$ cat src/hdl/z80Pkg.sv
package z80Pkg;

    localparam int byteWidth  = 8;
    localparam int addrWidth  = 16;
    localparam int lenWidth   = 3;
    localparam int maxInsnLen = 4;

    typedef logic [byteWidth-1:0] byte_t;
    typedef logic [addrWidth-1:0] addr_t;

    // length runs 1..4, count runs 0..4
    typedef logic [lenWidth-1:0] insnLen_t;
    typedef logic [lenWidth-1:0] byteCount_t;

    typedef enum logic [7:0] {
        NEED_MORE_BYTES,
        ILLEGAL_INSTR,
        // unprefixed
        NOP, LD_DD_NN, LD_IND_BCDE_A, INC_DEC_DD,
        INC_DEC_REG, RR_RLCA, ADD_HL_DD, DAA,
        CPL, INC_DEC_IND_HL, LD_A_IND_BCDE, LD_REG_N,
        LD_IND_NN_HL, LD_HL_IND_NN, LD_IND_HL_N, LD_REG_REG,
        LD_IND_NN_A, SCF, LD_A_IND_NN, CCF,
        LD_IND_HL_REG, HALT, POP_QQ, PUSH_QQ,
        EX_AF_AF2, EX_IND_SP_HL, EX_DE_HL, EXX,
        LD_SP_HL, ALU_A_REG, ALU_A_IND_HL, ALU_A_N,
        EI_DI,
        // CB prefix
        RR_RLC_REG, RR_RLC_IND_HL, SHIFT_REG, SHIFT_IND_HL,
        // ED prefix
        ADC_SBC_HL_DD, LD_DD_IND_NN, NEG, LD_IND_NN_DD,
        LD_I_A, LD_R_A, LD_A_I, LD_A_R,
        ROT_DEC, LDI, CPI, LDD,
        CPD, LDIR, CPIR, LDDR,
        CPDR,
        // DD / FD prefix
        ADD_IXIY_SS, INC_DEC_IXIY, LD_REG_IDX_IXIY, LD_IDX_IXIY_REG,
        LD_IXIY_NN, LD_IXIY_IND_NN, INC_DEC_IDX_IXIY, LD_IDX_IXIY_N,
        EX_IND_SP_IXIY, POP_IXIY, PUSH_IXIY, LD_IND_NN_IXIY,
        ALU_A_IDX_IXIY, LD_SP_IXIY,
        // DD CB d op / FD CB d op, refined from the fourth byte
        IDX_IXIY_BITS, RR_RLC_IDX_IXIY, SHIFT_IDX_IXIY
    } insnGroup_t;

endpackage

$ cat src/hdl/instrDecoder.sv
module instrDecoder (
    input  logic [31:0]        insnBytes,
    input  z80Pkg::byteCount_t byteCount,
    output z80Pkg::insnLen_t   insnLen,
    output z80Pkg::insnGroup_t insnGroup
);
    import z80Pkg::*;

    typedef struct packed {
        insnGroup_t grp;
        insnLen_t   len;
    } decode_t;

    byte_t      prefix;
    byte_t      op;
    decode_t    oneByte;
    decode_t    twoByte;
    insnGroup_t bitsGroup;

    assign prefix = insnBytes[7:0];
    assign op     = insnBytes[15:8];

    // first byte only
    always_comb begin
        case (prefix)
            8'h00: oneByte = '{NOP, 3'd1};
            8'h01, 8'h11, 8'h21, 8'h31: oneByte = '{LD_DD_NN, 3'd3};
            8'h02, 8'h12: oneByte = '{LD_IND_BCDE_A, 3'd1};
            8'h03, 8'h13, 8'h23, 8'h33,
            8'h0B, 8'h1B, 8'h2B, 8'h3B: oneByte = '{INC_DEC_DD, 3'd1};
            8'h04, 8'h0C, 8'h14, 8'h1C, 8'h24, 8'h2C, 8'h3C,
            8'h05, 8'h0D, 8'h15, 8'h1D, 8'h25, 8'h2D, 8'h3D: oneByte = '{INC_DEC_REG, 3'd1};
            8'h07, 8'h17, 8'h0F, 8'h1F: oneByte = '{RR_RLCA, 3'd1};
            8'h09, 8'h19, 8'h29, 8'h39: oneByte = '{ADD_HL_DD, 3'd1};
            8'h27: oneByte = '{DAA, 3'd1};
            8'h2F: oneByte = '{CPL, 3'd1};
            8'h34, 8'h35: oneByte = '{INC_DEC_IND_HL, 3'd1};
            8'h0A, 8'h1A: oneByte = '{LD_A_IND_BCDE, 3'd1};
            8'h06, 8'h0E, 8'h16, 8'h1E, 8'h26, 8'h2E, 8'h3E: oneByte = '{LD_REG_N, 3'd2};
            8'h22: oneByte = '{LD_IND_NN_HL, 3'd3};
            8'h2A: oneByte = '{LD_HL_IND_NN, 3'd3};
            8'h36: oneByte = '{LD_IND_HL_N, 3'd2};
            8'h32: oneByte = '{LD_IND_NN_A, 3'd3};
            8'h37: oneByte = '{SCF, 3'd1};
            8'h3A: oneByte = '{LD_A_IND_NN, 3'd3};
            8'h3F: oneByte = '{CCF, 3'd1};
            8'h70, 8'h71, 8'h72, 8'h73, 8'h74, 8'h75, 8'h77: oneByte = '{LD_IND_HL_REG, 3'd1};
            8'h76: oneByte = '{HALT, 3'd1};
            8'hC1, 8'hD1, 8'hE1, 8'hF1: oneByte = '{POP_QQ, 3'd1};
            8'hC5, 8'hD5, 8'hE5, 8'hF5: oneByte = '{PUSH_QQ, 3'd1};
            8'h08: oneByte = '{EX_AF_AF2, 3'd1};
            8'hE3: oneByte = '{EX_IND_SP_HL, 3'd1};
            8'hEB: oneByte = '{EX_DE_HL, 3'd1};
            8'hD9: oneByte = '{EXX, 3'd1};
            8'hF9: oneByte = '{LD_SP_HL, 3'd1};
            8'hC6, 8'hCE, 8'hD6, 8'hDE, 8'hE6, 8'hEE, 8'hF6, 8'hFE: oneByte = '{ALU_A_N, 3'd2};
            8'hCB, 8'hDD, 8'hED, 8'hFD: oneByte = '{NEED_MORE_BYTES, 3'd2};
            8'hF3, 8'hFB: oneByte = '{EI_DI, 3'd1};
            default: begin
                // 80..BF is the ALU block, 40..7F the register moves; (HL) sources stay illegal
                if (prefix[7:6] == 2'b10) begin
                    if (prefix[2:0] == 3'b110) begin
                        oneByte = '{ALU_A_IND_HL, 3'd1};
                    end else begin
                        oneByte = '{ALU_A_REG, 3'd1};
                    end
                end else if (prefix[7:6] == 2'b01 && prefix[2:0] != 3'b110) begin
                    oneByte = '{LD_REG_REG, 3'd1};
                end else begin
                    oneByte = '{ILLEGAL_INSTR, 3'd1};
                end
            end
        endcase
    end

    // prefix plus opcode
    always_comb begin
        twoByte = '{ILLEGAL_INSTR, 3'd2};
        if (prefix == 8'hCB) begin
            // rotates in 00..1F, shifts in 20..2F and 38..3F
            if (op[7:5] == 3'b000) begin
                twoByte.grp = (op[2:0] == 3'b110) ? RR_RLC_IND_HL : RR_RLC_REG;
            end else if (op[7:5] == 3'b001 && op[4:3] != 2'b10) begin
                twoByte.grp = (op[2:0] == 3'b110) ? SHIFT_IND_HL : SHIFT_REG;
            end
        end else if (prefix == 8'hED) begin
            case (op)
                8'h42, 8'h52, 8'h62, 8'h72,
                8'h4A, 8'h5A, 8'h6A, 8'h7A: twoByte = '{ADC_SBC_HL_DD, 3'd2};
                8'h4B, 8'h5B, 8'h6B, 8'h7B: twoByte = '{LD_DD_IND_NN, 3'd4};
                8'h43, 8'h53, 8'h63, 8'h73: twoByte = '{LD_IND_NN_DD, 3'd4};
                8'h44: twoByte = '{NEG, 3'd2};
                8'h47: twoByte = '{LD_I_A, 3'd2};
                8'h4F: twoByte = '{LD_R_A, 3'd2};
                8'h57: twoByte = '{LD_A_I, 3'd2};
                8'h5F: twoByte = '{LD_A_R, 3'd2};
                8'h67, 8'h6F: twoByte = '{ROT_DEC, 3'd2};
                8'hA0: twoByte = '{LDI, 3'd2};
                8'hA1: twoByte = '{CPI, 3'd2};
                8'hA8: twoByte = '{LDD, 3'd2};
                8'hA9: twoByte = '{CPD, 3'd2};
                8'hB0: twoByte = '{LDIR, 3'd2};
                8'hB1: twoByte = '{CPIR, 3'd2};
                8'hB8: twoByte = '{LDDR, 3'd2};
                8'hB9: twoByte = '{CPDR, 3'd2};
                default: twoByte = '{ILLEGAL_INSTR, 3'd2};
            endcase
        end else if (prefix == 8'hDD || prefix == 8'hFD) begin
            // IX and IY share one table
            case (op)
                8'h09, 8'h19, 8'h29, 8'h39: twoByte = '{ADD_IXIY_SS, 3'd2};
                8'h23, 8'h2B: twoByte = '{INC_DEC_IXIY, 3'd2};
                8'h46, 8'h4E, 8'h56, 8'h5E,
                8'h66, 8'h6E, 8'h7E: twoByte = '{LD_REG_IDX_IXIY, 3'd3};
                8'h70, 8'h71, 8'h72, 8'h73,
                8'h74, 8'h75, 8'h77: twoByte = '{LD_IDX_IXIY_REG, 3'd3};
                8'h21: twoByte = '{LD_IXIY_NN, 3'd4};
                8'h2A: twoByte = '{LD_IXIY_IND_NN, 3'd4};
                8'h34, 8'h35: twoByte = '{INC_DEC_IDX_IXIY, 3'd3};
                8'h36: twoByte = '{LD_IDX_IXIY_N, 3'd4};
                8'hE3: twoByte = '{EX_IND_SP_IXIY, 3'd2};
                8'hE1: twoByte = '{POP_IXIY, 3'd2};
                8'hE5: twoByte = '{PUSH_IXIY, 3'd2};
                8'h22: twoByte = '{LD_IND_NN_IXIY, 3'd4};
                8'h86, 8'h8E, 8'h96, 8'h9E,
                8'hA6, 8'hAE, 8'hB6, 8'hBE: twoByte = '{ALU_A_IDX_IXIY, 3'd3};
                8'hF9: twoByte = '{LD_SP_IXIY, 3'd2};
                // displacement comes next, the real opcode is the fourth byte
                8'hCB: twoByte = '{IDX_IXIY_BITS, 3'd4};
                default: twoByte = '{ILLEGAL_INSTR, 3'd2};
            endcase
        end
    end

    always_comb begin
        case (insnBytes[31:24])
            8'h06, 8'h16, 8'h0E, 8'h1E: bitsGroup = RR_RLC_IDX_IXIY;
            8'h26, 8'h2E, 8'h3E: bitsGroup = SHIFT_IDX_IXIY;
            default: bitsGroup = ILLEGAL_INSTR;
        endcase
    end

    always_comb begin
        if (byteCount == '0) begin
            insnGroup = NEED_MORE_BYTES;
            insnLen   = 3'd1;
        end else if (byteCount == 3'd1 || oneByte.grp != NEED_MORE_BYTES) begin
            // unprefixed opcodes keep their first-byte decode while operands arrive
            insnGroup = oneByte.grp;
            insnLen   = oneByte.len;
        end else if (twoByte.grp == IDX_IXIY_BITS && byteCount == byteCount_t'(maxInsnLen)) begin
            insnGroup = bitsGroup;
            insnLen   = twoByte.len;
        end else begin
            insnGroup = twoByte.grp;
            insnLen   = twoByte.len;
        end
    end

endmodule

$ cat src/hdl/fetchControl.sv
module fetchControl (
    input  logic               clk,
    input  logic               arstN,
    input  logic               memAck,
    input  logic               insnAck,
    input  z80Pkg::insnLen_t   insnLen,
    input  z80Pkg::insnGroup_t insnGroup,
    input  z80Pkg::byteCount_t byteCount,
    output logic               memReq,
    output logic               insnReq,
    output logic               captureByte,
    output logic               insnDone
);
    import z80Pkg::*;

    typedef enum logic [2:0] {
        stReqByte,
        stWaitAckLow,
        stEvaluate,
        stOffer,
        stWaitRelease
    } state_t;

    state_t state;
    logic   insnComplete;

    // decoder sees the byte captured on the previous edge
    assign insnComplete = (byteCount >= insnLen) && (insnGroup != NEED_MORE_BYTES);

    assign memReq      = (state == stReqByte);
    assign insnReq     = (state == stOffer);
    assign captureByte = memReq && memAck;
    assign insnDone    = insnReq && insnAck;

    always_ff @(posedge clk or negedge arstN) begin
        if (!arstN) begin
            state <= stWaitAckLow;
        end else begin
            case (state)
                stWaitAckLow: begin
                    if (!memAck) begin
                        state <= stReqByte;
                    end
                end
                stReqByte: begin
                    if (memAck) begin
                        state <= stEvaluate;
                    end
                end
                stEvaluate: begin
                    if (insnComplete) begin
                        state <= stOffer;
                    end else if (!memAck) begin
                        state <= stReqByte;
                    end else begin
                        state <= stWaitAckLow;
                    end
                end
                stOffer: begin
                    if (insnAck) begin
                        state <= stWaitRelease;
                    end
                end
                stWaitRelease: begin
                    if (!insnAck) begin
                        state <= stWaitAckLow;
                    end
                end
                default: begin
                    state <= stWaitAckLow;
                end
            endcase
        end
    end

    // a request is only withdrawn once the memory has answered
    memReqHold: assert property (@(posedge clk) disable iff (!arstN)
        memReq && !memAck |=> memReq && $stable(byteCount));

    // the decoded length and group must not move while the instruction is offered
    insnReqHold: assert property (@(posedge clk) disable iff (!arstN)
        insnReq && !insnAck |=> insnReq && $stable(insnLen) && $stable(insnGroup));

endmodule

$ cat src/hdl/fetchCounter.sv
module fetchCounter #(
    parameter z80Pkg::addr_t resetPc = 16'h0000
) (
    input  logic               clk,
    input  logic               arstN,
    input  logic               captureByte,
    input  logic               insnDone,
    input  z80Pkg::insnLen_t   insnLen,
    output z80Pkg::addr_t      fetchAddr,
    output z80Pkg::addr_t      memAddr,
    output z80Pkg::byteCount_t byteCount
);
    import z80Pkg::*;

    // next byte sits right after the ones already gathered, wrapping at 64K
    assign memAddr = fetchAddr + addr_t'(byteCount);

    always_ff @(posedge clk or negedge arstN) begin
        if (!arstN) begin
            fetchAddr <= resetPc;
            byteCount <= '0;
        end else if (insnDone) begin
            fetchAddr <= fetchAddr + addr_t'(insnLen);
            byteCount <= '0;
        end else if (captureByte) begin
            byteCount <= byteCount + byteCount_t'(1);
        end
    end

    countInRange: assert property (@(posedge clk) disable iff (!arstN)
        byteCount <= byteCount_t'(maxInsnLen));

endmodule

$ cat src/hdl/instrAssembler.sv
module instrAssembler (
    input  logic               clk,
    input  logic               arstN,
    input  logic               captureByte,
    input  logic               insnDone,
    input  z80Pkg::byte_t      memData,
    input  z80Pkg::byteCount_t byteCount,
    output logic [31:0]        insnBytes
);
    import z80Pkg::*;

    // slot 0 holds the first byte of the instruction
    byte_t [maxInsnLen-1:0] slots;

    assign insnBytes = slots;

    always_ff @(posedge clk or negedge arstN) begin
        if (!arstN) begin
            slots <= '0;
        end else if (insnDone) begin
            // unused upper slots must read as zero for the next instruction
            slots <= '0;
        end else if (captureByte) begin
            slots[byteCount[1:0]] <= memData;
        end
    end

    // a fifth byte would wrap onto slot 0
    noOverfill: assert property (@(posedge clk) disable iff (!arstN)
        captureByte |-> byteCount < byteCount_t'(maxInsnLen));

endmodule

$ cat src/hdl/z80Fetch.sv
module z80Fetch #(
    parameter z80Pkg::addr_t resetPc = 16'h0000
) (
    input  logic               clk,
    input  logic               arstN,
    input  logic               memAck,
    input  logic               insnAck,
    input  z80Pkg::byte_t      memData,
    output logic               memReq,
    output logic               insnReq,
    output z80Pkg::addr_t      memAddr,
    output z80Pkg::addr_t      insnPc,
    output logic [31:0]        insnBytes,
    output z80Pkg::insnLen_t   insnLen,
    output z80Pkg::insnGroup_t insnGroup
);
    import z80Pkg::*;

    logic       captureByte;
    logic       insnDone;
    byteCount_t byteCount;

    fetchControl u_fetchControl (
        .clk        (clk),
        .arstN      (arstN),
        .memAck     (memAck),
        .insnAck    (insnAck),
        .insnLen    (insnLen),
        .insnGroup  (insnGroup),
        .byteCount  (byteCount),
        .memReq     (memReq),
        .insnReq    (insnReq),
        .captureByte(captureByte),
        .insnDone   (insnDone)
    );

    // the instruction start address doubles as insnPc
    fetchCounter #(
        .resetPc(resetPc)
    ) u_fetchCounter (
        .clk        (clk),
        .arstN      (arstN),
        .captureByte(captureByte),
        .insnDone   (insnDone),
        .insnLen    (insnLen),
        .fetchAddr  (insnPc),
        .memAddr    (memAddr),
        .byteCount  (byteCount)
    );

    instrAssembler u_instrAssembler (
        .clk        (clk),
        .arstN      (arstN),
        .captureByte(captureByte),
        .insnDone   (insnDone),
        .memData    (memData),
        .byteCount  (byteCount),
        .insnBytes  (insnBytes)
    );

    instrDecoder u_instrDecoder (
        .insnBytes(insnBytes),
        .byteCount(byteCount),
        .insnLen  (insnLen),
        .insnGroup(insnGroup)
    );

endmodule

$ cat config.mk
export PLATFORM = sky130hd
export DESIGN_NAME = z80Fetch
export DESIGN_NICKNAME = d
export VERILOG_FILES = /design/src/hdl/z80Pkg.sv /design/src/hdl/instrDecoder.sv /design/src/hdl/fetchControl.sv /design/src/hdl/fetchCounter.sv /design/src/hdl/instrAssembler.sv /design/src/hdl/z80Fetch.sv
export SDC_FILE = /design/constraint.sdc
export NUM_CORES = 1
export LEC_CHECK = 0
export BUFFER_PORTS_ARGS = -buffer_cell sky130_fd_sc_hd__buf_2
export CORE_MARGIN = 2
export CORE_UTILIZATION = 57
export CTS_CLUSTER_DIAMETER = 30
export DETAILED_ROUTE_END_ITERATION = 10
export GPL_ROUTABILITY_DRIVEN = 0
export PLACE_DENSITY = 0.83
export SLEW_MARGIN = 30
export SYNTH_ARGS = -nofsm -noshare
export SYNTH_HDL_FRONTEND = slang
export SYNTH_SLANG_ARGS = --single-unit
export TNS_END_PERCENT = 50
$ cat constraint.sdc
create_clock -name clk -period 3.78 [get_ports clk]
set_input_delay 0.756 -clock clk [delete_from_list [all_inputs] [get_ports clk]]
set_output_delay 0.756 -clock clk [all_outputs]
set_load 0.01 [all_outputs]
# == Word-level counts from Yosys, hierarchy flattened ==
# Cells that the tools add are included.
# word_totals
ff_bits,54
inputBits,12
output_inout_bits,77
elab_cells,275
# op_classes
add_sub_neg,3
magnitude_cmp,3
eq_ne,184
mux,34
n_reduce_logical,44
# op_table
op,count
"equality test 8 bit, second input constant",47
"equality test 8 x 7 -> 1 bit, second input constant",44
case mux 11 bit (31 select lines),1
"equality test 8 x 6 -> 1 bit, second input constant",41
case mux 9 bit (17 select lines),1
case mux 10 bit (15 select lines),1
"equality test 8 x 5 -> 1 bit, second input constant",17
"equality test 8 x 4 -> 1 bit, second input constant",10
2-to-1 mux 32 bit,2
2-to-1 mux 8 bit,8
"equality test 8 x 3 -> 1 bit, second input constant",5
OR reduction 4 bit,10
2-to-1 mux 3 bit,11
adder 16 x 3 -> 16 bit,2
bitwise mux 32 bit,1
OR reduction 8 bit,4
OR reduction 7 bit,4
2-to-1 mux 11 bit,2
demux 8 bit (select 2 bit),1
"equality test 8 x 2 -> 1 bit, second input constant",2
nonzero test 8 bit,2
case mux 3 bit (5 select lines),1
case mux 7 bit (2 select lines),1
OR reduction 14 bit,1
24 further kinds,49

# == Longest topological paths before layout ==
# Gate-level depths: netlist of run 1.
# logic_depth
word_depth,15
ltp_mapped,17
ltp_nobuf,15

# == Modules after synthesis ==
# A second synthesis of run 1 with hierarchy kept.
# unflattened
hier_cells,578
area_unflattened_um2,4919.7
# by_module_without_submodules
mod,n_inst,cells_per_inst,area_per_inst_um2,seq_area_each_um2
instrDecoder,1,306,1935.6,0.0
instrAssembler,1,117,1448.9,800.8
fetchCounter,1,120,1241.2,475.5
fetchControl,1,35,294.0,76.3

# == Worst setup path before layout of run 1 ==
# OpenSTA, ideal clock, no wires.
# synth_timing
path_type,register to register
startpoint,"reg u_instrAssembler.slots, in the netlist u_instrAssembler.insnBytes[2]"
endpoint,reg u_fetchCounter.fetchAddr[15]
setup_ns,0.079
t_arrival_ns,3.459
t_required_ns,3.701
path_slack_ns,0.242
path_stages_with_launch,15
n_path_buf,0
synth_period_minus_slack_ns,3.538
path_cell_list,dfrtp_1 -> or3b_1 -> a2111oi_2 -> a211oi_1 -> nor3_1 -> o21ai_0 -> o311ai_0 -> inv_1 -> ha_1 -> a21o_1 -> a21oi_1 -> nor2_1 -> nand3_1 -> nor2_1 -> xor2_1
# synth_between
elab_chain_len,10
word_cells_on_any_way,123
classes_between,add/sub (1); eq/ne (93); mux (9); reduce/logical (20)
# synth_lines
item,line_no,source
from (decl),instrAssembler.sv:13,byte_t [maxInsnLen-1:0] slots;
"from (signal, indexed assignment)",instrAssembler.sv:24,slots[byteCount[1:0]] <= memData;
"parallel branches: the longest is 7 deep, another holds case mux 11 bit (31 select lines)",n/a,
2-to-1 mux 3 bit *,instrDecoder.sv:147,end else if (byteCount == 3'd1 || oneByte.grp != NEED_MORE_BYTES) begin
2-to-1 mux 3 bit *,instrDecoder.sv:144,if (byteCount == '0) begin
net insnLen[1],z80Fetch.sv:14,"output z80Pkg::insnLen_t insnLen,"
adder 16 x 3 -> 16 bit *,fetchCounter.sv:23,fetchAddr <= fetchAddr + addr_t'(insnLen);
to (signal assigned),fetchCounter.sv:20,fetchAddr <= resetPc;
to (signal assigned),fetchCounter.sv:23,
to (decl),fetchCounter.sv:9,"output z80Pkg::addr_t fetchAddr,"
# Mark *: on every way through the listed nets, which the timed path passes.
# A chain may end at the register's enable or synchronous reset.

# == Final worst setup path of run 1 ==
# layout_timing
startpoint,"reg u_instrAssembler.slots, in the netlist u_instrAssembler.insnBytes[5]"
endpoint,out insnGroup[6]
# layout_between
elab_chain_len,10
word_cells_on_any_way,119
classes_between,eq/ne (92); mux (7); reduce/logical (20)
# layout_lines
item,line_no,source
"parallel branches: the longest is 8 deep, another holds case mux 11 bit (31 select lines)",n/a,
2-to-1 mux 8 bit *,instrDecoder.sv:147,
2-to-1 mux 8 bit *,instrDecoder.sv:144,
to (decl),z80Fetch.sv:15,output z80Pkg::insnGroup_t insnGroup
# Every way passes the cells marked *.

==> results of run 1 <==
[sequential cells by signal, indices dropped and copies added, names as in the netlist]
name,count
u_fetchControl.state,3
u_fetchCounter.byteCount,3
u_fetchCounter.fetchAddr,16
u_instrAssembler.insnBytes,32
[worst register-to-register path, cell delays in order, from the launching register on]
cell and delay (ns):
dfrtp_1 0.41, or3b_2 0.48, or3_1 0.34, o211ai_1 0.15, nor2_1 0.09, nor4b_1 0.47
o21ai_0 0.21, o311ai_0 0.14, buf_4 0.19, inv_1 0.07, ha_1 0.27, a21o_1 0.15
a21oi_1 0.23, nor2_2 0.09, nand2_1 0.16, nor2_1 0.06, xor2_1 0.14
[cell usage in the layout, fill, tap and decap left out, drive strengths merged, types with 6 or more instances in the layout]
cell / instances
or4b: 6
nor2: 49
inv: 14
nor4: 6
nand2b: 15
ha: 13
nand2: 105
or3: 9
nand4b: 7
clkbuf: 6
o21ai: 28
a31oi: 7
a211oi: 8
and3: 10
xor2: 12
dfrtp: 53
buf: 145
xnor2: 22
nor2b: 8
nand3: 23
a21oi: 38
a21o: 7
nor3: 19
[worst min path at each step]
| stage | to | cells after the start | slack (ns) | start |
|---|---|---|---|---|
| 6_report | u_fetchCounter.fetchAddr[15]$_DFFE_PN0P_ | 1 | 0.52 | u_fetchCounter.fetchAddr[15]$_DFFE_PN0P_ |
| 2_1_floorplan | u_fetchControl.state[1]$_DFFE_PN0P_ | 0 | 0.46 | arstN |
| 3_5_place_dp | u_fetchCounter.fetchAddr[15]$_DFFE_PN0P_ | 1 | 0.51 | u_fetchCounter.fetchAddr[15]$_DFFE_PN0P_ |
| 5_1_grt | u_fetchCounter.fetchAddr[15]$_DFFE_PN0P_ | 1 | 0.54 | u_fetchCounter.fetchAddr[15]$_DFFE_PN0P_ |
| 3_3_place_gp | u_fetchCounter.fetchAddr[15]$_DFFE_PN0P_ | 1 | 0.50 | u_fetchCounter.fetchAddr[15]$_DFFE_PN0P_ |
| 4_1_cts | u_fetchCounter.fetchAddr[15]$_DFFE_PN0P_ | 1 | 0.52 | u_fetchCounter.fetchAddr[15]$_DFFE_PN0P_ |
[cell type report]
type                       instances  area, µm²
clock buffer                       6       72.6
clock inverter                     2       37.5
fill                             581       2100
inverter                          14       52.6
multi-input combinational        487       3100
sequential                        54       1360
tap                              102        128
timing repair buffer             145        878
[where the power goes]
group | total (mW) | internal, mW | switching (mW)
clock | 0.384 | 0.198 | 0.186
sequential | 1.00 | 0.771 | 0.231
combinational | 2.56 | 1.08 | 1.48
[logic make-up after synthesis]
family / after synthesis / synth area share
fa+ha+maj: 15 / 0.0444
buf+inv: 56 / 0.0482
xor+xnor: 34 / 0.0652
compound gates: 128 / 0.184
simple gates: 305 / 0.352
mux: 4 / 0.00877
flops: 54 / 0.296
other cells: 1 / 0.000822
[routing by layer]
| layer | part of all wire | vias up |
|---|---|---|
| met5 | 0 | - |
| met4 | 0.045 | 0 |
| met3 | 0.094 | 78 |
| met2 | 0.48 | 319 |
| met1 | 0.38 | 2441 |
| li1 | - | 2344 |
[cells in the mapped netlist (3+ instances only)]
| library cell | instances | area share |
|---|---|---|
| nand2_1 | 105 | 0.086 |
| dfrtp_1 | 53 | 0.29 |
| nor2_1 | 49 | 0.040 |
| a21oi_1 | 38 | 0.042 |
| clkbuf_1 | 33 | 0.027 |
| o21ai_0 | 26 | 0.029 |
| nand3_1 | 23 | 0.025 |
| xnor2_1 | 22 | 0.042 |
| nor3_1 | 19 | 0.021 |
| nand2b_1 | 15 | 0.021 |
| inv_1 | 14 | 0.012 |
| ha_1 | 13 | 0.036 |
| xor2_1 | 12 | 0.023 |
| and3_1 | 10 | 0.014 |
| a211oi_1 | 8 | 0.013 |
| nor2b_1 | 8 | 0.011 |
| or3_1 | 8 | 0.011 |
| a21o_1 | 7 | 0.012 |
| a31oi_1 | 7 | 0.0096 |
| nand4b_1 | 6 | 0.012 |
| nor4_1 | 6 | 0.0082 |
| and2_1 | 5 | 0.0069 |
| buf_2 | 5 | 0.0055 |
| nand3b_1 | 5 | 0.0082 |
| nor3b_1 | 5 | 0.0082 |
| o211ai_1 | 5 | 0.0082 |
| o32ai_1 | 5 | 0.0096 |
| and3b_1 | 4 | 0.0077 |
| mux2i_1 | 4 | 0.0088 |
| nand4_1 | 4 | 0.0055 |
| nor4b_1 | 4 | 0.0077 |
| or2_2 | 4 | 0.0055 |
| or4_1 | 4 | 0.0066 |
| or4b_1 | 4 | 0.0088 |
| and4_1 | 3 | 0.0058 |
| buf_1 | 3 | 0.0025 |
| o21a_1 | 3 | 0.0049 |
| o31ai_1 | 3 | 0.0049 |
| or3b_2 | 3 | 0.0058 |
[what timing repair did]
item | 4_1_cts | 5_1_grt
buffers inserted | 15 | 4
setup endpoints to repair | 1 | 16
resized for setup | 15 | 17
hold endpoints to repair | 0 | 0
pin swaps | 4 | 4
==> results.json, run 1 <==
{
  "syn_to_final_growth_pct": 23.3,
  "drc": 0,
  "num_vias": 5182,
  "worst_r2r_endpoint": "u_fetchCounter.fetchAddr[13]$_DFFE_PN0P_",
  "cp.depth": 9,
  "maxCapViolations": 0,
  "layout-drive-gt1-share": 0.275,
  "wl_mm": 14.6,
  "busiest_layer": "met2",
  "fin_ws_ns": -0.0737,
  "ff2ff_path_depth": 16,
  "synth_ff_type": "dfrtp_1",
  "drtAntennaViolNets": 0,
  "p_leak_nw": 2.68,
  "yosysWarnings": 0,
  "worstMarginPinSlew_ns": 0.926,
  "clk_latency_ns": 0.31,
  "critPathMaxStageDelay_ns": 0.50,
  "syn_nets": 624,
  "grt_util_met1": 0.434,
  "timing.fmax_ghz": 0.259,
  "netlist-cell-type-count": 69,
  "htreeDepth": 2,
  "nNetsFinal": 734,
  "grt_usage": 0.336,
  "finalPower_mw": 3.95,
  "critPathKind": "reg2out",
  "cp.required_ns": 3.02,
  "cts_tree": "yes",
  "synth-edff-count": 0,
  "holdBufCountCts": 0,
  "synth_cells": 597,
  "async_reset_ff_frac": 1.00,
  "finalSetupViolCount": 2,
  "ir_worst_vdd_mv": 0.550,
  "yosysSeqAreaShare": 0.296,
  "relSlewSlack": 0.383,
  "grt_pass1_wl_mm": 23.7,
  "start_kind": "register",
  "status": "finished, violations left",
  "fin_worst_skew_ns": 0.00872,
  "power_density_nw_per_um2": 701,
  "finish.instance_area_um2": 5630,
  "critPathTopFamily": "simple AND/OR/NAND/NOR gates",
  "die_x_um": 93.5,
  "hold_slack_ns": 0.515,
  "grt_max_degree": 37,
  "dr.first_iter.drc_count": 333,
  "rsz0062_at_grt": "yes",
  "fin_crit_sh": 1.02,
  "clk_path_buf_depth": 2,
  "slew_viol_final": 0,
  "dpl.cell_count": 783,
  "violations": "negative setup slack",
  "ff2ff_setup_slack_ns": 0,
  "crit-reg2reg-launch": "u_instrAssembler.insnBytes[13]$_DFFE_PN0P_",
  "syn_avg_cell_area_um2": 7.65,
  "port-buffer-count": 87,
  "dieArea_um2": 8740,
  "grt_pass1_vias": 4798,
  "grt_overflow_total": 0,
  "num_antenna_cells": 0,
  "via_per_inst": 6.40,
  "cts_sinks": 54,
  "period_minus_slack_ns": 3.85,
  "final_util": 0.728,
  "hold_viol_final": 0,
  "die_h_um": 93.5,
  "root_buffer": "clkbuf_8",
  "crit_arrival_ns": 3.10,
  "path_buf_inv": 2,
  "slowest_stage": "or4b_4",
  "path_cells": "buf_6, and3b_2, mux2i_2, or4_4, nand4b_4, or3_4, or4b_4, a31oi_2, buf_2",
  "fin_tns_setup_ns": -0.0745,
  "crit_start": "u_instrAssembler.insnBytes[5]$_DFFE_PN0P_",
  "place_ws_ns": 0.106,
  "place_hpwl_mm": 10.4,
  "io_pins": 89,
  "core_area_um2": 7730,
  "layoutNonFillerInstCount": 810,
  "synth_area_um2": 4560,
  "cts_made_buffers": 5,
  "post_dp_cell_area_um2": 5250,
  "first_pass_iters": 7,
  "grtUsageMet3": 0.0661,
  "start_util": 0.591,
  "use_met2": 0.549,
  "hold_path_class": "reg2reg",
  "ys_seq_elements": 54,
  "rows": 32,
  "wl_per_cell_um": 18.1,
  "antenna_found_initial": 0,
  "critical_path.endpoint": "insnGroup[6]",
  "cp_max_fo": 3,
  "cp-end-kind": "primary output",
  "clk_pin_slew_ns": 0.10
}
Note: power is estimated with default switching activity, not from simulation.
==> run 2: changes to the inputs <==
--- a/config.mk
+++ b/config.mk
@@ -12,6 +12,7 @@
 export DETAILED_ROUTE_END_ITERATION = 10
 export GPL_ROUTABILITY_DRIVEN = 0
 export PLACE_DENSITY = 0.83
+export SKIP_LAST_GASP = 1
 export SLEW_MARGIN = 30
 export SYNTH_ARGS = -nofsm -noshare
 export SYNTH_HDL_FRONTEND = slang
==> run 2 against run 1 <==
The flow still finishes with violations (negative setup slack); largest power group unchanged; die area unchanged; sequential share of layout area about the same; routed wire length shrank 0.36%; core utilization is 0.15 points lower; cell area decreased by 0.20%; global-route usage did not move; maximum frequency hardly changed; first-iteration DRC count increased by 3.0%; via count about the same; sequential power is essentially flat; critical path depth is the same; clock power is essentially flat.
==> results.json, run 2 (synthesis results as in run 1) <==
{
  "place_ws_ns": 0.106,
  "finalSetupViolCount": 1,
  "cts_sinks": 54,
  "dieArea_um2": 8740,
  "drtAntennaViolNets": 0,
  "critPathKind": "reg2out",
  "fin_worst_skew_ns": 0.00873,
  "largest_register_ffs": 32,
  "first_pass_iters": 5,
  "finish.instance_area_um2": 5620,
  "rows": 32,
  "cp_max_fo": 3,
  "dpl.cell_count": 783,
  "cts_made_buffers": 5,
  "layout_commonest_cell": "nand2_1",
  "slew_viol_final": 0,
  "internal_power_mw": 2.05,
  "min_to": "u_fetchCounter.fetchAddr[15]$_DFFE_PN0P_",
  "clockPowerShare": 0.098,
  "crit_arrival_ns": 3.10,
  "maxCapViolations": 0,
  "timing.fmax_ghz": 0.260,
  "switching_share": 0.479,
  "clk_pin_slew_ns": 0.10,
  "core_area_um2": 7730,
  "die_x_um": 93.5,
  "root_buffer": "clkbuf_8",
  "clk_path_buf_depth": 2,
  "hold_start": "u_fetchCounter.fetchAddr[15]$_DFFE_PN0P_",
  "status": "finished, violations left",
  "nNetsFinal": 734,
  "worst_r2r_endpoint": "u_fetchControl.state[1]$_DFFE_PN0P_",
  "grt_pass1_wl_mm": 23.7,
  "layout_common_cells": "nand2_1 (104), buf_2 (87), buf_4 (56), nor2_1 (48), dfrtp_1 (45)",
  "syn_to_final_growth_pct": 23.1,
  "worstMarginPinSlew_ns": 0.926,
  "hold_viol_final": 0,
  "pwr-share-comb": 0.647,
  "wl_mm": 14.6,
  "post_dp_cell_area_um2": 5250,
  "cts_tree": "yes",
  "fin_crit_sh": 1.02,
  "layoutNonFillerInstCount": 810,
  "crit-reg2reg-launch": "u_instrAssembler.insnBytes[1]$_DFFE_PN0P_",
  "start_util": 0.591,
  "die_h_um": 93.5,
  "min_path_cells": 1,
  "grt_max_degree": 37,
  "fin_ws_ns": -0.0722,
  "rsz0062_at_grt": "yes",
  "drc": 0,
  "ir_worst_vdd_mv": 0.549,
  "p_switching_mw": 1.89,
  "hold_slack_ns": 0.520,
  "hold_path_class": "reg2reg",
  "cp.required_ns": 3.02,
  "htreeDepth": 2,
  "start_kind": "register",
  "dr.first_iter.drc_count": 343,
  "port-buffer-count": 87,
  "antenna_found_initial": 0,
  "wl_per_cell_um": 18.0,
  "violations": "negative setup slack",
  "io_pins": 89,
  "nFillCells": 582,
  "grt_pass1_vias": 4798,
  "place_hpwl_mm": 10.4,
  "grt_usage": 0.336,
  "clk_latency_ns": 0.31,
  "num_vias": 5177,
  "ff2ff_path_depth": 16,
  "fin_tns_setup_ns": -0.0722,
  "num_antenna_cells": 0,
  "period_minus_slack_ns": 3.85,
  "power_density_nw_per_um2": 701,
  "holdBufCountCts": 0,
  "cp-end-kind": "primary output",
  "seqPwrFrac": 0.255,
  "via_per_inst": 6.39,
  "grt_overflow_total": 0,
  "relSlewSlack": 0.383,
  "layout-drive-gt1-share": 0.271,
  "p_leak_nw": 2.68,
  "ff2ff_setup_slack_ns": 0.04
}
## run 2: cell count changes in the layout (fill, tap and decap cells not counted)
cell,delta
dfrtp_1,+1
dfrtp_2,-1
o32ai_2,-1
nor2_2,-1
o32ai_1,+1
nor2_1,+1
## run 2: stage by stage
step                       util  total power [mW]
after floorplan               -              2.45
after global placement    0.680              3.19
after detailed placement  0.680              3.28
after CTS                 0.714              3.77
after global routing      0.727              4.21
final                     0.727              3.94
## run 2: worst max-delay path by stage
stage,startpoint,endpoint,slack (ns),cells after the start
after CTS,u_instrAssembler.insnBytes[4]$_DFFE_PN0P_,insnGroup[6],0.008,8
final,u_instrAssembler.insnBytes[5]$_DFFE_PN0P_,insnGroup[6],-0.07,9
after detailed placement,u_instrAssembler.insnBytes[6]$_DFFE_PN0P_,u_fetchCounter.fetchAddr[12]$_DFFE_PN0P_,0.11,17
after global placement,u_instrAssembler.insnBytes[6]$_DFFE_PN0P_,u_fetchControl.state[1]$_DFFE_PN0P_,0.18,16
after global routing,u_instrAssembler.insnBytes[13]$_DFFE_PN0P_,u_fetchCounter.fetchAddr[11]$_DFFE_PN0P_,-0.19,16
after floorplan,u_instrAssembler.insnBytes[2]$_DFFE_PN0P_,u_fetchCounter.fetchAddr[15]$_DFFE_PN0P_,0.24,14
## run 2: timing repair
item / in CTS / in global routing
endpoints found under the hold margin: 0 / 0
pin swaps: 4 / 3
setup endpoints to repair: 1 / 16
gates resized for setup: 15 / 14
buffers inserted: 15 / 4
## run 2: routing by layer
metal  GRT usage  part of all wire
met5           0                 0
met4       0.141             0.043
met3      0.0661             0.092
met2       0.549              0.48
met1       0.434              0.38
## run 2: layout make-up
cell class              count  area, µm²  area share
multi-input cells         487       3090       0.549
flip-flops and latches     54       1360       0.243
repair buffers            145        878       0.156
well taps                 102        128      0.0227
clock buffers               6       72.6      0.0129
inverters                  14       52.6     0.00936
clock inverters             2       37.5     0.00668
## run 2: power groups by stage
| stage | Combinational (mW) | Sequential [mW] | Clock, mW |
|---|---|---|---|
| 2_1_floorplan | 1.45 | 1.00 | 0 |
| 3_3_place_gp | 2.18 | 1.01 | 0 |
| 3_5_place_dp | 2.25 | 1.03 | 0 |
| 4_1_cts | 2.39 | 0.997 | 0.386 |
| 5_1_grt | 2.78 | 1.03 | 0.406 |
| 6_report | 2.55 | 1.00 | 0.386 |
## run 2: critical path, stage by stage (launching register included)
cell and delay [ns]:
dfrtp_2 0.45, buf_6 0.12, and3b_2 0.21, mux2i_2 0.17
or4_4 0.49, nand4b_4 0.19, or3_4 0.35, or4b_4 0.50
a31oi_2 0.16, buf_2 0.15
==> run 3: changes to the inputs <==
--- a/config.mk
+++ b/config.mk
@@ -5,13 +5,14 @@
 export SDC_FILE = /design/constraint.sdc
 export NUM_CORES = 1
 export LEC_CHECK = 0
-export BUFFER_PORTS_ARGS = -buffer_cell sky130_fd_sc_hd__buf_2
 export CORE_MARGIN = 2
-export CORE_UTILIZATION = 57
+export CORE_UTILIZATION = 64
 export CTS_CLUSTER_DIAMETER = 30
 export DETAILED_ROUTE_END_ITERATION = 10
+export DONT_BUFFER_PORTS = 1
 export GPL_ROUTABILITY_DRIVEN = 0
-export PLACE_DENSITY = 0.83
+export HOLD_SLACK_MARGIN = 0.05
+export PLACE_DENSITY = 0.81
 export SKIP_LAST_GASP = 1
 export SLEW_MARGIN = 30
 export SYNTH_ARGS = -nofsm -noshare
==> run 3 against run 2 <==
Setup slack better by 0.031 ns; non-clock buffer count down 92; sequential power up 6%; die area down 10%; flip-flop and latch count unchanged; clock power down 17%; critical path depth up 1; first-iteration DRC count up 9.0%; clock skew about the same; worst hold slack worse by 0.39 ns; combinational power down 17%; the run still ends with negative setup slack left; register-to-register slack better by 0.12 ns.
==> results.json, run 3 (synthesis results as in run 1) <==
{
  "rows": 30,
  "clk_latency_ns": 0.31,
  "fin_ws_ns": -0.0414,
  "first_pass_iters": 5,
  "cp-end-kind": "primary output",
  "multiInputGateArea_um2": 3050,
  "period_minus_slack_ns": 3.82,
  "regArea_um2": 1360,
  "dieArea_um2": 7820,
  "nFillCells": 546,
  "die_h_um": 88.5,
  "clk_path_buf_depth": 2,
  "finish.instance_area_um2": 5080,
  "via_per_inst": 6.67,
  "wl_per_cell_um": 18.9,
  "hold_path_class": "in2async",
  "cp_max_fo": 7,
  "dr.first_iter.drc_count": 374,
  "fin_crit_sh": 1.01,
  "place_hpwl_mm": 9.80,
  "cts_made_buffers": 5,
  "rsz0062_at_grt": "yes",
  "io_pins": 89,
  "wl_mm": 13.4,
  "hold_slack_ns": 0.127,
  "antenna_found_initial": 0,
  "post_dp_cell_area_um2": 4830,
  "critPathKind": "reg2out",
  "drc": 0,
  "holdBufCountCts": 0,
  "core_area_um2": 6830,
  "largest_register_ffs": 32,
  "root_buffer": "clkbuf_8",
  "fin_worst_skew_ns": 0.00845,
  "p_leak_nw": 2.22,
  "start_kind": "register",
  "status": "finished, violations left",
  "num_vias": 4750,
  "cts_sinks": 54,
  "cts_tree": "yes",
  "grt_max_degree": 55,
  "slew_viol_final": 0,
  "finalSetupViolCount": 1,
  "num_antenna_cells": 0,
  "htreeDepth": 2,
  "grt_overflow_total": 0,
  "drtAntennaViolNets": 0,
  "relSlewSlack": 0.422,
  "power_density_nw_per_um2": 691,
  "nNetsFinal": 642,
  "crit_arrival_ns": 3.07,
  "cp.required_ns": 3.02,
  "start_util": 0.668,
  "grt_usage": 0.346,
  "port-buffer-count": 0,
  "hold_viol_final": 0,
  "violations": "negative setup slack",
  "maxCapViolations": 0,
  "grt_pass1_vias": 4458,
  "layout_commonest_cell": "nand2_1",
  "layout_common_cells": "nand2_1 (104), buf_4 (51), nor2_1 (47), dfrtp_1 (45), a21oi_1 (38)",
  "ir_worst_vdd_mv": 0.520,
  "ff2ff_path_depth": 15,
  "ff2ff_setup_slack_ns": 0.16,
  "clk_pin_slew_ns": 0.10,
  "timing.fmax_ghz": 0.262,
  "syn_to_final_growth_pct": 11.3,
  "die_x_um": 88.5,
  "grt_pass1_wl_mm": 21.3,
  "worstMarginPinSlew_ns": 0.861,
  "layout-drive-gt1-share": 0.148
}
run 3: critical path: stages (launching register included):
cell       delay [ns]
dfrtp_2          0.43
buf_4            0.17
buf_4            0.17
nand3b_1         0.15
a2111oi_4        0.43
a211oi_2         0.08
buf_4            0.15
or3_4            0.38
or4b_4           0.52
a31oi_4          0.16
buf_6            0.12
run 3: path summary, 6_finish.rpt:
kind                                                                   end                                  startpoint
max in group asynchronous              u_fetchControl.state[0]$_DFFE_PN1P_                                       arstN
min in group clk                 u_instrAssembler.insnBytes[8]$_DFFE_PN0P_                                  memData[0]
worst min register to register  u_instrAssembler.insnBytes[20]$_DFFE_PN0P_  u_instrAssembler.insnBytes[20]$_DFFE_PN0P_
worst max register to register         u_fetchControl.state[1]$_DFFE_PN0P_   u_instrAssembler.insnBytes[7]$_DFFE_PN0P_
worst max-delay path                                          insnGroup[6]   u_instrAssembler.insnBytes[5]$_DFFE_PN0P_
worst min-delay path            u_instrAssembler.insnBytes[18]$_DFFE_PN0P_                                       arstN
run 3: per-stage QoR:
stage | worst slack (ns) | power, mW | setup TNS [ns] | cells | utilization
after floorplan | 0.242 | 2.45 | 0 | 597 | -
after global placement | 0.178 | 2.95 | 0 | 693 | 0.707
after detailed placement | 0.00869 | 3.02 | 0 | 693 | 0.707
after CTS | -0.0768 | 3.40 | -0.0768 | 706 | 0.730
after global routing | -0.111 | 3.75 | -0.199 | 712 | 0.744
final | -0.0414 | 3.51 | -0.0414 | 712 | 0.744
run 3: repair_timing:
| item | in CTS | in global routing |
|---|---|---|
| endpoints found under the setup margin | 4 | 12 |
| resized for setup | 11 | 16 |
| cloned | 0 | 0 |
| buffers inserted | 5 | 6 |
| pin swaps | 0 | 5 |
| hold endpoints to repair | 0 | 0 |
run 3: power breakdown:
group	internal, mW	switching [mW]
registers	0.770	0.293
clock network	0.131	0.189
logic	0.851	1.27
run 3: area by class of cell:
class,instances,area share
Tap cell,96,0.0236
Inverter,14,0.0103
Timing Repair Buffer,53,0.0798
Clock inverter,2,0.00271
Sequential cell,54,0.268
Clock buffer,6,0.0143
Multi-Input combinational cell,487,0.601
run 3: routing by layer:
metal,vias to the layer above,track usage,part of all wire
met2,285,0.594,0.49
li1,2170,-,-
met1,2244,0.426,0.38
met5,-,0,0
met3,51,0.0709,0.098
met4,0,0.140,0.040
